File: src/mac_pkg.sv
package mac_pkg;

	// Operand width shared by both engines and the datapath inputs
	localparam int DATA_W = 8;

	// Result width, every result wraps modulo 2**RES_W
	localparam int RES_W = 17;

	// One unsigned operand
	typedef logic [DATA_W-1:0] data_t;

	// One datapath result, also the width of both result outputs
	typedef logic [RES_W-1:0] result_t;

	// Trinomial engine states
	// PASS1 and PASS2 are the cycles in which that pass's result is on the bus
	typedef enum logic [2:0] {
		POLY_IDLE,
		POLY_REQ,
		POLY_PASS1,
		POLY_PASS2,
		POLY_DONE
	} poly_state_t;

	// Sum-of-products engine states
	// FILL doubles as the idle state while the pair buffer is empty
	typedef enum logic [1:0] {
		SOP_FILL,
		SOP_REQ,
		SOP_RUN,
		SOP_DONE
	} sop_state_t;

endpackage

File: src/mac_bus_if.sv
`timescale 1ns/1ps

interface mac_bus_if;
	import mac_pkg::*;

	// Request from an engine, or the forwarded valid-operation bit on the datapath side
	logic req;
	// Grant from the arbiter, registered one cycle after selection
	logic gnt;

	// Multiplicand, multiplier and addend operands
	data_t in_1;
	data_t in_2;
	data_t in_add;

	// Feedback selects, high takes the current result in place of in_1 or in_add
	logic mul_sel;
	logic add_sel;

	// Registered datapath result, shared back to both engines
	result_t result;

	// Engine side of the bus
	modport engine (
		output req,
		output in_1,
		output in_2,
		output in_add,
		output mul_sel,
		output add_sel,
		input  gnt,
		input  result
	);

	// Arbiter side facing one engine
	modport arbiter_side (
		input  req,
		input  in_1,
		input  in_2,
		input  in_add,
		input  mul_sel,
		input  add_sel,
		output gnt,
		output result
	);

	// The datapath only sees the forwarded operation
	modport datapath (
		input  req,
		input  in_1,
		input  in_2,
		input  in_add,
		input  mul_sel,
		input  add_sel,
		output result
	);

endinterface

File: src/mac_arbiter.sv
`timescale 1ns/1ps

module mac_arbiter (
	input logic             clk,
	input logic             reset,
	mac_bus_if.arbiter_side poly_bus,
	mac_bus_if.arbiter_side sop_bus,
	mac_bus_if.engine       dp_bus
);

	// Owner encoding is private to the arbiter
	typedef enum logic [1:0] {
		OWN_NONE,
		OWN_POLY,
		OWN_SOP
	} owner_t;

	// Current bus owner, its gnt is high while this register names it
	owner_t owner_q;
	// Owner for the next cycle
	owner_t owner_d;
	// Most recent engine selected, used to break a tie
	owner_t last_q;
	logic   bus_free;

	always_comb begin
		// The bus is free when nobody owns it or the owner has just dropped req
		bus_free = (owner_q == OWN_NONE) ||
			(owner_q == OWN_POLY && !poly_bus.req) ||
			(owner_q == OWN_SOP && !sop_bus.req);
		owner_d = owner_q;
		if (bus_free) begin
			if (poly_bus.req && sop_bus.req) begin
				// Both waiting so the engine that did not own the bus last wins
				owner_d = (last_q == OWN_POLY) ? OWN_SOP : OWN_POLY;
			end else if (poly_bus.req) begin
				owner_d = OWN_POLY;
			end else if (sop_bus.req) begin
				owner_d = OWN_SOP;
			end else begin
				owner_d = OWN_NONE;
			end
		end
	end

	always_ff @(posedge clk or posedge reset) begin
		if (reset) begin
			owner_q <= OWN_NONE;
			last_q <= OWN_NONE;
		end else begin
			owner_q <= owner_d;
			if (owner_d != OWN_NONE) begin
				last_q <= owner_d;
			end
		end
	end

	// Grants come straight from the owner register, one cycle after selection
	assign poly_bus.gnt = (owner_q == OWN_POLY);
	assign sop_bus.gnt = (owner_q == OWN_SOP);

	// Forward the owner's operands, the datapath sees req only in granted cycles
	always_comb begin
		dp_bus.req = 1'b0;
		dp_bus.in_1 = '0;
		dp_bus.in_2 = '0;
		dp_bus.in_add = '0;
		dp_bus.mul_sel = 1'b0;
		dp_bus.add_sel = 1'b0;
		case (owner_q)
			OWN_POLY: begin
				dp_bus.req = 1'b1;
				dp_bus.in_1 = poly_bus.in_1;
				dp_bus.in_2 = poly_bus.in_2;
				dp_bus.in_add = poly_bus.in_add;
				dp_bus.mul_sel = poly_bus.mul_sel;
				dp_bus.add_sel = poly_bus.add_sel;
			end
			OWN_SOP: begin
				dp_bus.req = 1'b1;
				dp_bus.in_1 = sop_bus.in_1;
				dp_bus.in_2 = sop_bus.in_2;
				dp_bus.in_add = sop_bus.in_add;
				dp_bus.mul_sel = sop_bus.mul_sel;
				dp_bus.add_sel = sop_bus.add_sel;
			end
			default: begin
			end
		endcase
	end

	// One shared result goes back to both engines
	assign poly_bus.result = dp_bus.result;
	assign sop_bus.result = dp_bus.result;

	a_one_grant: assert property (
		@(posedge clk) disable iff (reset)
		!(poly_bus.gnt && sop_bus.gnt)
	) else $error("mac_arbiter: both engines granted");

	// A grant only ever answers a request seen in the cycle before
	a_poly_gnt_req: assert property (
		@(posedge clk) disable iff (reset)
		$rose(poly_bus.gnt) |-> $past(poly_bus.req)
	) else $error("mac_arbiter: poly gnt without req");

	a_sop_gnt_req: assert property (
		@(posedge clk) disable iff (reset)
		$rose(sop_bus.gnt) |-> $past(sop_bus.req)
	) else $error("mac_arbiter: sop gnt without req");

endmodule

File: src/mac_cluster_top.sv
`timescale 1ns/1ps

module mac_cluster_top #(
	parameter int SOP_DEPTH = 8
) (
	input  logic             clk,
	input  logic             reset,
	input  logic             poly_start,
	input  mac_pkg::data_t   poly_a,
	input  mac_pkg::data_t   poly_b,
	input  mac_pkg::data_t   poly_c,
	input  mac_pkg::data_t   poly_x,
	output logic             poly_busy,
	output logic             poly_valid,
	output mac_pkg::result_t poly_result,
	input  logic             sop_valid_in,
	input  logic             sop_last,
	input  mac_pkg::data_t   sop_a,
	input  mac_pkg::data_t   sop_x,
	output logic             sop_busy,
	output logic             sop_valid,
	output mac_pkg::result_t sop_result
);

	// One bus per engine and one from the arbiter to the datapath
	mac_bus_if poly_bus ();
	mac_bus_if sop_bus ();
	mac_bus_if dp_bus ();

	trinomial_engine u_poly (
		.clk        (clk),
		.reset      (reset),
		.start      (poly_start),
		.a          (poly_a),
		.b          (poly_b),
		.c          (poly_c),
		.x          (poly_x),
		.busy       (poly_busy),
		.valid      (poly_valid),
		.result_out (poly_result),
		.bus        (poly_bus.engine)
	);

	sop_engine #(
		.SOP_DEPTH (SOP_DEPTH)
	) u_sop (
		.clk        (clk),
		.reset      (reset),
		.valid_in   (sop_valid_in),
		.last       (sop_last),
		.a          (sop_a),
		.x          (sop_x),
		.busy       (sop_busy),
		.valid      (sop_valid),
		.result_out (sop_result),
		.bus        (sop_bus.engine)
	);

	// Arbiter acts as the engine towards the datapath
	mac_arbiter u_arb (
		.clk      (clk),
		.reset    (reset),
		.poly_bus (poly_bus.arbiter_side),
		.sop_bus  (sop_bus.arbiter_side),
		.dp_bus   (dp_bus.engine)
	);

	mac_datapath u_dp (
		.clk   (clk),
		.reset (reset),
		.bus   (dp_bus.datapath)
	);

endmodule

File: src/mac_datapath.sv
`timescale 1ns/1ps

module mac_datapath (
	input logic         clk,
	input logic         reset,
	mac_bus_if.datapath bus
);
	import mac_pkg::*;

	// The one result register shared by both engines
	result_t acc_q;

	// Operands after the feedback selects
	result_t mcand;
	result_t addend;
	result_t next_acc;

	// Multiplicand is either the fresh operand or the previous result
	// The trinomial second pass uses the feedback path here
	assign mcand = bus.mul_sel ? acc_q : result_t'(bus.in_1);

	// Addend is either the fresh operand or the running result
	// The sum of products accumulates through this path
	assign addend = bus.add_sel ? acc_q : result_t'(bus.in_add);

	// Everything is computed at RES_W bits so the sum wraps modulo 2**RES_W
	// Low product bits only depend on low operand bits so the truncation is exact
	assign next_acc = mcand * result_t'(bus.in_2) + addend;

	// Register updates only in cycles with an owner
	// Idle cycles hold the last result for the engine that is about to capture it
	always_ff @(posedge clk or posedge reset) begin
		if (reset) begin
			acc_q <= '0;
		end else begin
			if (bus.req) begin
				acc_q <= next_acc;
			end
		end
	end

	// Result is visible one cycle after the operands
	assign bus.result = acc_q;

	// The engines never ask for both feedback paths in one operation
	// A forwarded operation with both selects high would square the result into itself
	a_single_feedback: assert property (
		@(posedge clk) disable iff (reset)
		bus.req |-> !(bus.mul_sel && bus.add_sel)
	) else $error("mac_datapath: mul_sel and add_sel high together");

endmodule

File: src/sop_engine.sv
`timescale 1ns/1ps

module sop_engine #(
	parameter int SOP_DEPTH = 8
) (
	input  logic             clk,
	input  logic             reset,
	input  logic             valid_in,
	input  logic             last,
	input  mac_pkg::data_t   a,
	input  mac_pkg::data_t   x,
	output logic             busy,
	output logic             valid,
	output mac_pkg::result_t result_out,
	mac_bus_if.engine        bus
);
	import mac_pkg::*;

	// Count runs 0..SOP_DEPTH, the buffer index only 0..SOP_DEPTH-1
	localparam int CNT_W = $clog2(SOP_DEPTH + 1);
	localparam int IDX_W = (SOP_DEPTH > 1) ? $clog2(SOP_DEPTH) : 1;
	localparam logic [CNT_W-1:0] DEPTH_C = CNT_W'(SOP_DEPTH);
	localparam logic [CNT_W-1:0] ONE_C = CNT_W'(1);

	sop_state_t state_q;
	logic [CNT_W-1:0] count_q;
	// Pair index driven in the current RUN cycle
	logic [CNT_W-1:0] idx_q;
	logic [CNT_W-1:0] cur_idx;
	logic [IDX_W-1:0] wr_idx;
	logic [IDX_W-1:0] rd_idx;

	data_t a_mem [SOP_DEPTH];
	data_t x_mem [SOP_DEPTH];
	result_t sum_q;

	logic accept;
	logic write_en;
	logic pending;
	logic drive;
	logic final_pair;

	// DONE accepts pairs too since busy is already low there
	assign accept = valid_in && (state_q == SOP_FILL || state_q == SOP_DONE);
	// Pairs past the buffer depth are dropped but last still closes the batch
	assign write_en = accept && (count_q < DEPTH_C);
	assign wr_idx = count_q[IDX_W-1:0];

	always_ff @(posedge clk or posedge reset) begin
		if (reset) begin
			state_q <= SOP_FILL;
			count_q <= '0;
			idx_q <= '0;
		end else begin
			case (state_q)
				SOP_FILL, SOP_DONE: begin
					state_q <= (accept && last) ? SOP_REQ : SOP_FILL;
					if (write_en) begin
						count_q <= count_q + ONE_C;
					end
				end
				SOP_REQ: begin
					// Pair 0 goes out in the granted cycle
					if (bus.gnt) begin
						state_q <= SOP_RUN;
						idx_q <= ONE_C;
					end
				end
				SOP_RUN: begin
					// Index equal to count marks the capture cycle
					if (idx_q == count_q) begin
						state_q <= SOP_DONE;
						count_q <= '0;
					end else begin
						idx_q <= idx_q + ONE_C;
					end
				end
				default: begin
					state_q <= SOP_FILL;
				end
			endcase
		end
	end

	always_ff @(posedge clk) begin
		if (write_en) begin
			a_mem[wr_idx] <= a;
			x_mem[wr_idx] <= x;
		end
		if (state_q == SOP_RUN && idx_q == count_q) begin
			sum_q <= bus.result;
		end
	end

	// Operations still to be sent on the bus
	assign pending = (state_q == SOP_REQ) || (state_q == SOP_RUN && idx_q != count_q);
	assign drive = bus.gnt && pending;
	assign cur_idx = (state_q == SOP_RUN) ? idx_q : '0;
	assign rd_idx = cur_idx[IDX_W-1:0];
	assign final_pair = (cur_idx + ONE_C == count_q);

	// Request drops with the last pair so no empty cycle follows it on the datapath
	assign bus.req = pending && !(drive && final_pair);

	assign bus.in_1 = drive ? a_mem[rd_idx] : '0;
	assign bus.in_2 = drive ? x_mem[rd_idx] : '0;
	assign bus.in_add = '0;
	assign bus.mul_sel = 1'b0;
	// First pair starts from zero, the rest add onto the running result
	assign bus.add_sel = drive && (cur_idx != '0);

	assign busy = (state_q == SOP_REQ) || (state_q == SOP_RUN) ||
		(state_q == SOP_FILL && count_q != '0);
	assign valid = (state_q == SOP_DONE);
	assign result_out = valid ? sum_q : '0;

	a_fill_bound: assert property (
		@(posedge clk) disable iff (reset)
		count_q <= DEPTH_C
	) else $error("sop_engine: fill count above SOP_DEPTH");

endmodule

File: src/trinomial_engine.sv
`timescale 1ns/1ps

module trinomial_engine (
	input  logic             clk,
	input  logic             reset,
	input  logic             start,
	input  mac_pkg::data_t   a,
	input  mac_pkg::data_t   b,
	input  mac_pkg::data_t   c,
	input  mac_pkg::data_t   x,
	output logic             busy,
	output logic             valid,
	output mac_pkg::result_t result_out,
	mac_bus_if.engine        bus
);
	import mac_pkg::*;

	poly_state_t state_q;

	// Latched operands of the running trinomial
	data_t a_q;
	data_t b_q;
	data_t c_q;
	data_t x_q;

	// Final result held for the valid cycle
	result_t res_q;

	logic accept;
	logic drive_pass1;
	logic drive_pass2;

	// Start is taken whenever the engine is not busy, DONE included
	assign accept = start && (state_q == POLY_IDLE || state_q == POLY_DONE);

	always_ff @(posedge clk or posedge reset) begin
		if (reset) begin
			state_q <= POLY_IDLE;
		end else begin
			case (state_q)
				POLY_IDLE, POLY_DONE: begin
					state_q <= accept ? POLY_REQ : POLY_IDLE;
				end
				POLY_REQ: begin
					// Pass 1 goes out in the first granted cycle
					if (bus.gnt) begin
						state_q <= POLY_PASS1;
					end
				end
				POLY_PASS1: begin
					state_q <= POLY_PASS2;
				end
				POLY_PASS2: begin
					state_q <= POLY_DONE;
				end
				default: begin
					state_q <= POLY_IDLE;
				end
			endcase
		end
	end

	always_ff @(posedge clk) begin
		if (accept) begin
			a_q <= a;
			b_q <= b;
			c_q <= c;
			x_q <= x;
		end
		// Pass 2 result sits on the bus for exactly this cycle
		if (state_q == POLY_PASS2) begin
			res_q <= bus.result;
		end
	end

	// Request drops as pass 2 goes out, so the grant ends right after it
	assign bus.req = (state_q == POLY_REQ);

	assign drive_pass1 = bus.gnt && (state_q == POLY_REQ);
	// Pass 1 result is visible now and feeds back as the multiplicand
	assign drive_pass2 = bus.gnt && (state_q == POLY_PASS1);

	always_comb begin
		bus.in_1 = '0;
		bus.in_2 = '0;
		bus.in_add = '0;
		bus.mul_sel = 1'b0;
		bus.add_sel = 1'b0;
		if (drive_pass1) begin
			// r = a*x + b
			bus.in_1 = a_q;
			bus.in_2 = x_q;
			bus.in_add = b_q;
		end else if (drive_pass2) begin
			// r*x + c with r taken from the result register
			bus.in_2 = x_q;
			bus.in_add = c_q;
			bus.mul_sel = 1'b1;
		end
	end

	assign busy = (state_q == POLY_REQ) || (state_q == POLY_PASS1) || (state_q == POLY_PASS2);
	assign valid = (state_q == POLY_DONE);
	// Output reads zero outside the valid pulse
	assign result_out = valid ? res_q : '0;

	// The arbiter keeps gnt for one cycle after req drops so pass 2 reaches the datapath
	a_pass2_granted: assert property (
		@(posedge clk) disable iff (reset)
		(state_q == POLY_PASS1) |-> bus.gnt
	) else $error("trinomial_engine: no grant for pass 2");

endmodule
File: config.mk
export PLATFORM = sky130hd
export DESIGN_NAME = mac_cluster_top
export DESIGN_NICKNAME = d
export VERILOG_FILES = /design/src/mac_pkg.sv /design/src/mac_bus_if.sv /design/src/mac_arbiter.sv /design/src/mac_cluster_top.sv /design/src/mac_datapath.sv /design/src/sop_engine.sv /design/src/trinomial_engine.sv
export SDC_FILE = /design/constraint.sdc
export NUM_CORES = 1
export LEC_CHECK = 0
export ABC_CLOCK_PERIOD_IN_PS = 7300
export BUFFER_PORTS_ARGS = -buffer_cell sky130_fd_sc_hd__clkbuf_2
export CAP_MARGIN = 30
export CORE_MARGIN = 2
export CORE_UTILIZATION = 50
export DETAILED_ROUTE_END_ITERATION = 12
export GPL_TIMING_DRIVEN = 0
export PLACE_DENSITY_LB_ADDON = 0.2
export REMOVE_ABC_BUFFERS = 1
export SYNTH_ARGS = -nofsm -noshare
export SYNTH_HDL_FRONTEND = slang
export SYNTH_SLANG_ARGS = --single-unit
File: constraint.sdc
create_clock -name clk -period 7.3 [get_ports clk]
set_input_delay 1.46 -clock clk [delete_from_list [all_inputs] [get_ports clk]]
set_output_delay 1.46 -clock clk [all_outputs]
set_load 0.02 [all_outputs]
==> results.toml <==
[clock_network]
hold_buffers = 0
root_buffer = "clkbuf_16"
insertion_delay_ns = 0.54
path_clk_slew_ns = 0.06
htree_levels = 1
max-clock-path-buffers = 3
cts.sinks = 228
tritoncts = "built"
cts_made_buffers = 25

[global_route]
grt_pass1_wl_mm = 46.3
antenna_found_initial = 0
grt_pass1_vias = 8473
grt.overflow.total = 0
grt_usage = 0.225
grt_max_degree = 35

[drt]
postRouteAntennaNets = 0
drc = 0
wl_mm = 29.6
num_vias = 8370
first_iter_violations = 746
first_pass_iters = 7
drt-wirelength-per-cell_um = 19.6
vias_per_cell = 5.52

[layout]
nets = 1335
syn2layout_area_growth_pct = 16.0
final_layout_size_suffix_gt1_frac = 0.214
fill_cells = 2135
diodes = 0
final_area_mm2 = 0.0151

[critical_path]
crit_slowest_cell = "mux4_2"
max_stage_delay_ns = 0.53
crit_top_cell = "inv_1"
critPathKind = "flop to flop"
cp-start-kind = "flop"
cp_max_fo = 9
worstPathRequired_ns = 7.71
arrival_ns = 7.42
cp-end-kind = "flop"

[timing]
period_share = 0.960
period_needed_ns = 7.01
slew_headroom = 0.341
slew_viol_final = 0
tns_ns = 0
setup_viol = 0
hold_violations = 0
clock_skew_ns = 0.0132
max_freq_ghz = 0.143
worst_pin_slew_ns = 0.988

[logic_synthesis]
synthCells = 1050
yosysUniqueCellTypes = 71
synth.top_cell.area_share = 0.447
synth_seq_cells = 228
syn-mean-instance-area_um2 = 12.4
synth_commonest_cells = "edfxtp_1 (194), inv_1 (140), fa_1 (81)"
synth.most_common_cell = "edfxtp_1"
synth_warnings = 0
yosysTopAreaCell = "edfxtp_1"
synth.area.top_cells = "edfxtp_1 (45%), fa_1 (12%), dfrtp_1 (6.5%)"
syn_area_mm2 = 0.0130
yosys_most_used_dff = "edfxtp_1"
ys_async_sr_fraction = 0.149
ys_seq_area_frac = 0.512
synth-edff-count = 194

[placed_design]
dpl_cell_area_mm2 = 0.0140
io_buffers = 90
place_hpwl_mm = 21.2
place.gp.congestion = 0.843

[pwr]
power_density_mw_per_mm2 = 303
p_seq_frac = 0.384
p_switching_w = 0.00164
combPwrFrac = 0.343
clkPwrFrac = 0.273
power.leakage_nw = 6.19
internal-power_w = 0.00295
peakVddDrop_v = 0.000192
swShare = 0.357

[floorplan]
fp.coreArea_mm2 = 0.0258
start_util = 0.504
rows = 59
die_y_um = 165
num_io_pins = 91
die_w_um = 165
die_area_mm2 = 0.0274

[outcome]
status = "complete, no violations"

[flow_run]
maxCapViolCount = 0

[min_path]
hold_class = "flop to flop"
## metal layers
metal	wire length, um	GRT usage	share of wire
met3	1320	0.0302	0.045
met5	0	0	0
met4	706	0.0576	0.024
met2	15100	0.402	0.51
met1	12500	0.291	0.42
## registers in the layout (all words and copies together) (netlist names), 3 cells and up
register	flops
u_poly.a_q	8
u_poly.b_q	8
u_sop.idx_q	4
u_poly.state_q	3
u_poly.c_q	8
u_poly.x_q	8
u_sop.count_q	4
u_poly.res_q	17
u_sop.sum_q	17
u_sop.a_mem	64
u_sop.x_mem	64
u_dp.bus.result	17
## power by group through the flow
stage          combinational (W)  clock [W]  sequential (W)
2_1_floorplan           0.000972          0         0.00172
3_3_place_gp             0.00135          0         0.00179
3_5_place_dp             0.00147          0         0.00177
4_1_cts                  0.00155    0.00127         0.00175
5_1_grt                  0.00172    0.00132         0.00178
6_report                 0.00157    0.00125         0.00176
## path summary, 6_finish.rpt
check / from / slack [ns] / depth (start not counted) / to
setup / recovery: u_sop.state_q[0] / 0.29 / 28 / u_dp.bus.result[16]
hold / removal: u_arb.last_q[0] / 0.50 / 1 / u_arb.last_q[0]
setup reg to reg: u_sop.state_q[0] / 0.29 / 28 / u_dp.bus.result[16]
hold reg to reg: u_arb.last_q[0] / 0.50 / 1 / u_arb.last_q[0]
max in group asynchronous: reset / 5.66 / 2 / u_sop.idx_q[0]
min in group asynchronous: reset / 1.08 / 2 / u_sop.idx_q[2]
## cells in the final DEF, fill, tap and decap left out, types with 25 or more instances in the layout
master	n
ha_1	37
nand3_1	35
o21ai_0	45
buf_4	27
nand2_1	76
dfrtp_1	32
nor2_1	50
and2_1	25
inv_1	138
clkbuf_16	25
fa_1	81
edfxtp_1	194
clkbuf_2	90
## cell families after synthesis
family	synth area share
AND/OR/NAND/NOR	0.108
flip-flops	0.512
buffers and inverters	0.0580
AO/OA/AOI/OAI	0.0773
adder cells (fa/ha/maj)	0.162
multiplexers	0.0577
XOR/XNOR	0.0242
## area by class of cell
type / instances / area, um2 / area share
Inverter: 141 / 533 / 0.0353
Tap cell: 335 / 419 / 0.0277
Sequential cell: 228 / 6680 / 0.442
Timing Repair Buffer: 132 / 910 / 0.0602
Clock inverter: 14 / 159 / 0.0105
Multi-Input combinational cell: 634 / 5760 / 0.381
Clock buffer: 31 / 658 / 0.0435
## stage by stage
| step | hold WS [ns] | setup WS, ns | instances | utilization | power (W) |
|---|---|---|---|---|---|
| 6_report | 0.496 | 0.291 | 1515 | 0.585 | 0.00459 |
| 5_1_grt | 0.515 | -0.0133 | 1515 | 0.585 | 0.00483 |
| 4_1_cts | 0.498 | 0.00648 | 1508 | 0.581 | 0.00458 |
| 3_5_place_dp | 0.484 | -1.85 | 1446 | 0.541 | 0.00325 |
| 3_3_place_gp | 0.455 | -7.29 | 1428 | 0.529 | 0.00314 |
| 2_1_floorplan | 0.441 | -2.94 | 1003 | - | 0.00270 |
## timing repair
item                       4_1_cts  5_1_grt
setup endpoints to repair        7        4
buffers inserted                17        7
resized for setup               23       15
pin swaps                        5        2
## critical path, delay by kind of cell (launching register included)
kind | cells | cell delay (ns)
AO/OA/AOI/OAI | 9 | 1.94
adder cells (fa/ha/maj) | 6 | 2.52
buffers and inverters | 6 | 0.55
XOR/XNOR | 1 | 0.16
flip-flops | 1 | 0.41
AND/OR/NAND/NOR | 4 | 0.50
multiplexers | 2 | 0.79
Power figures use the tool's default switching activity.
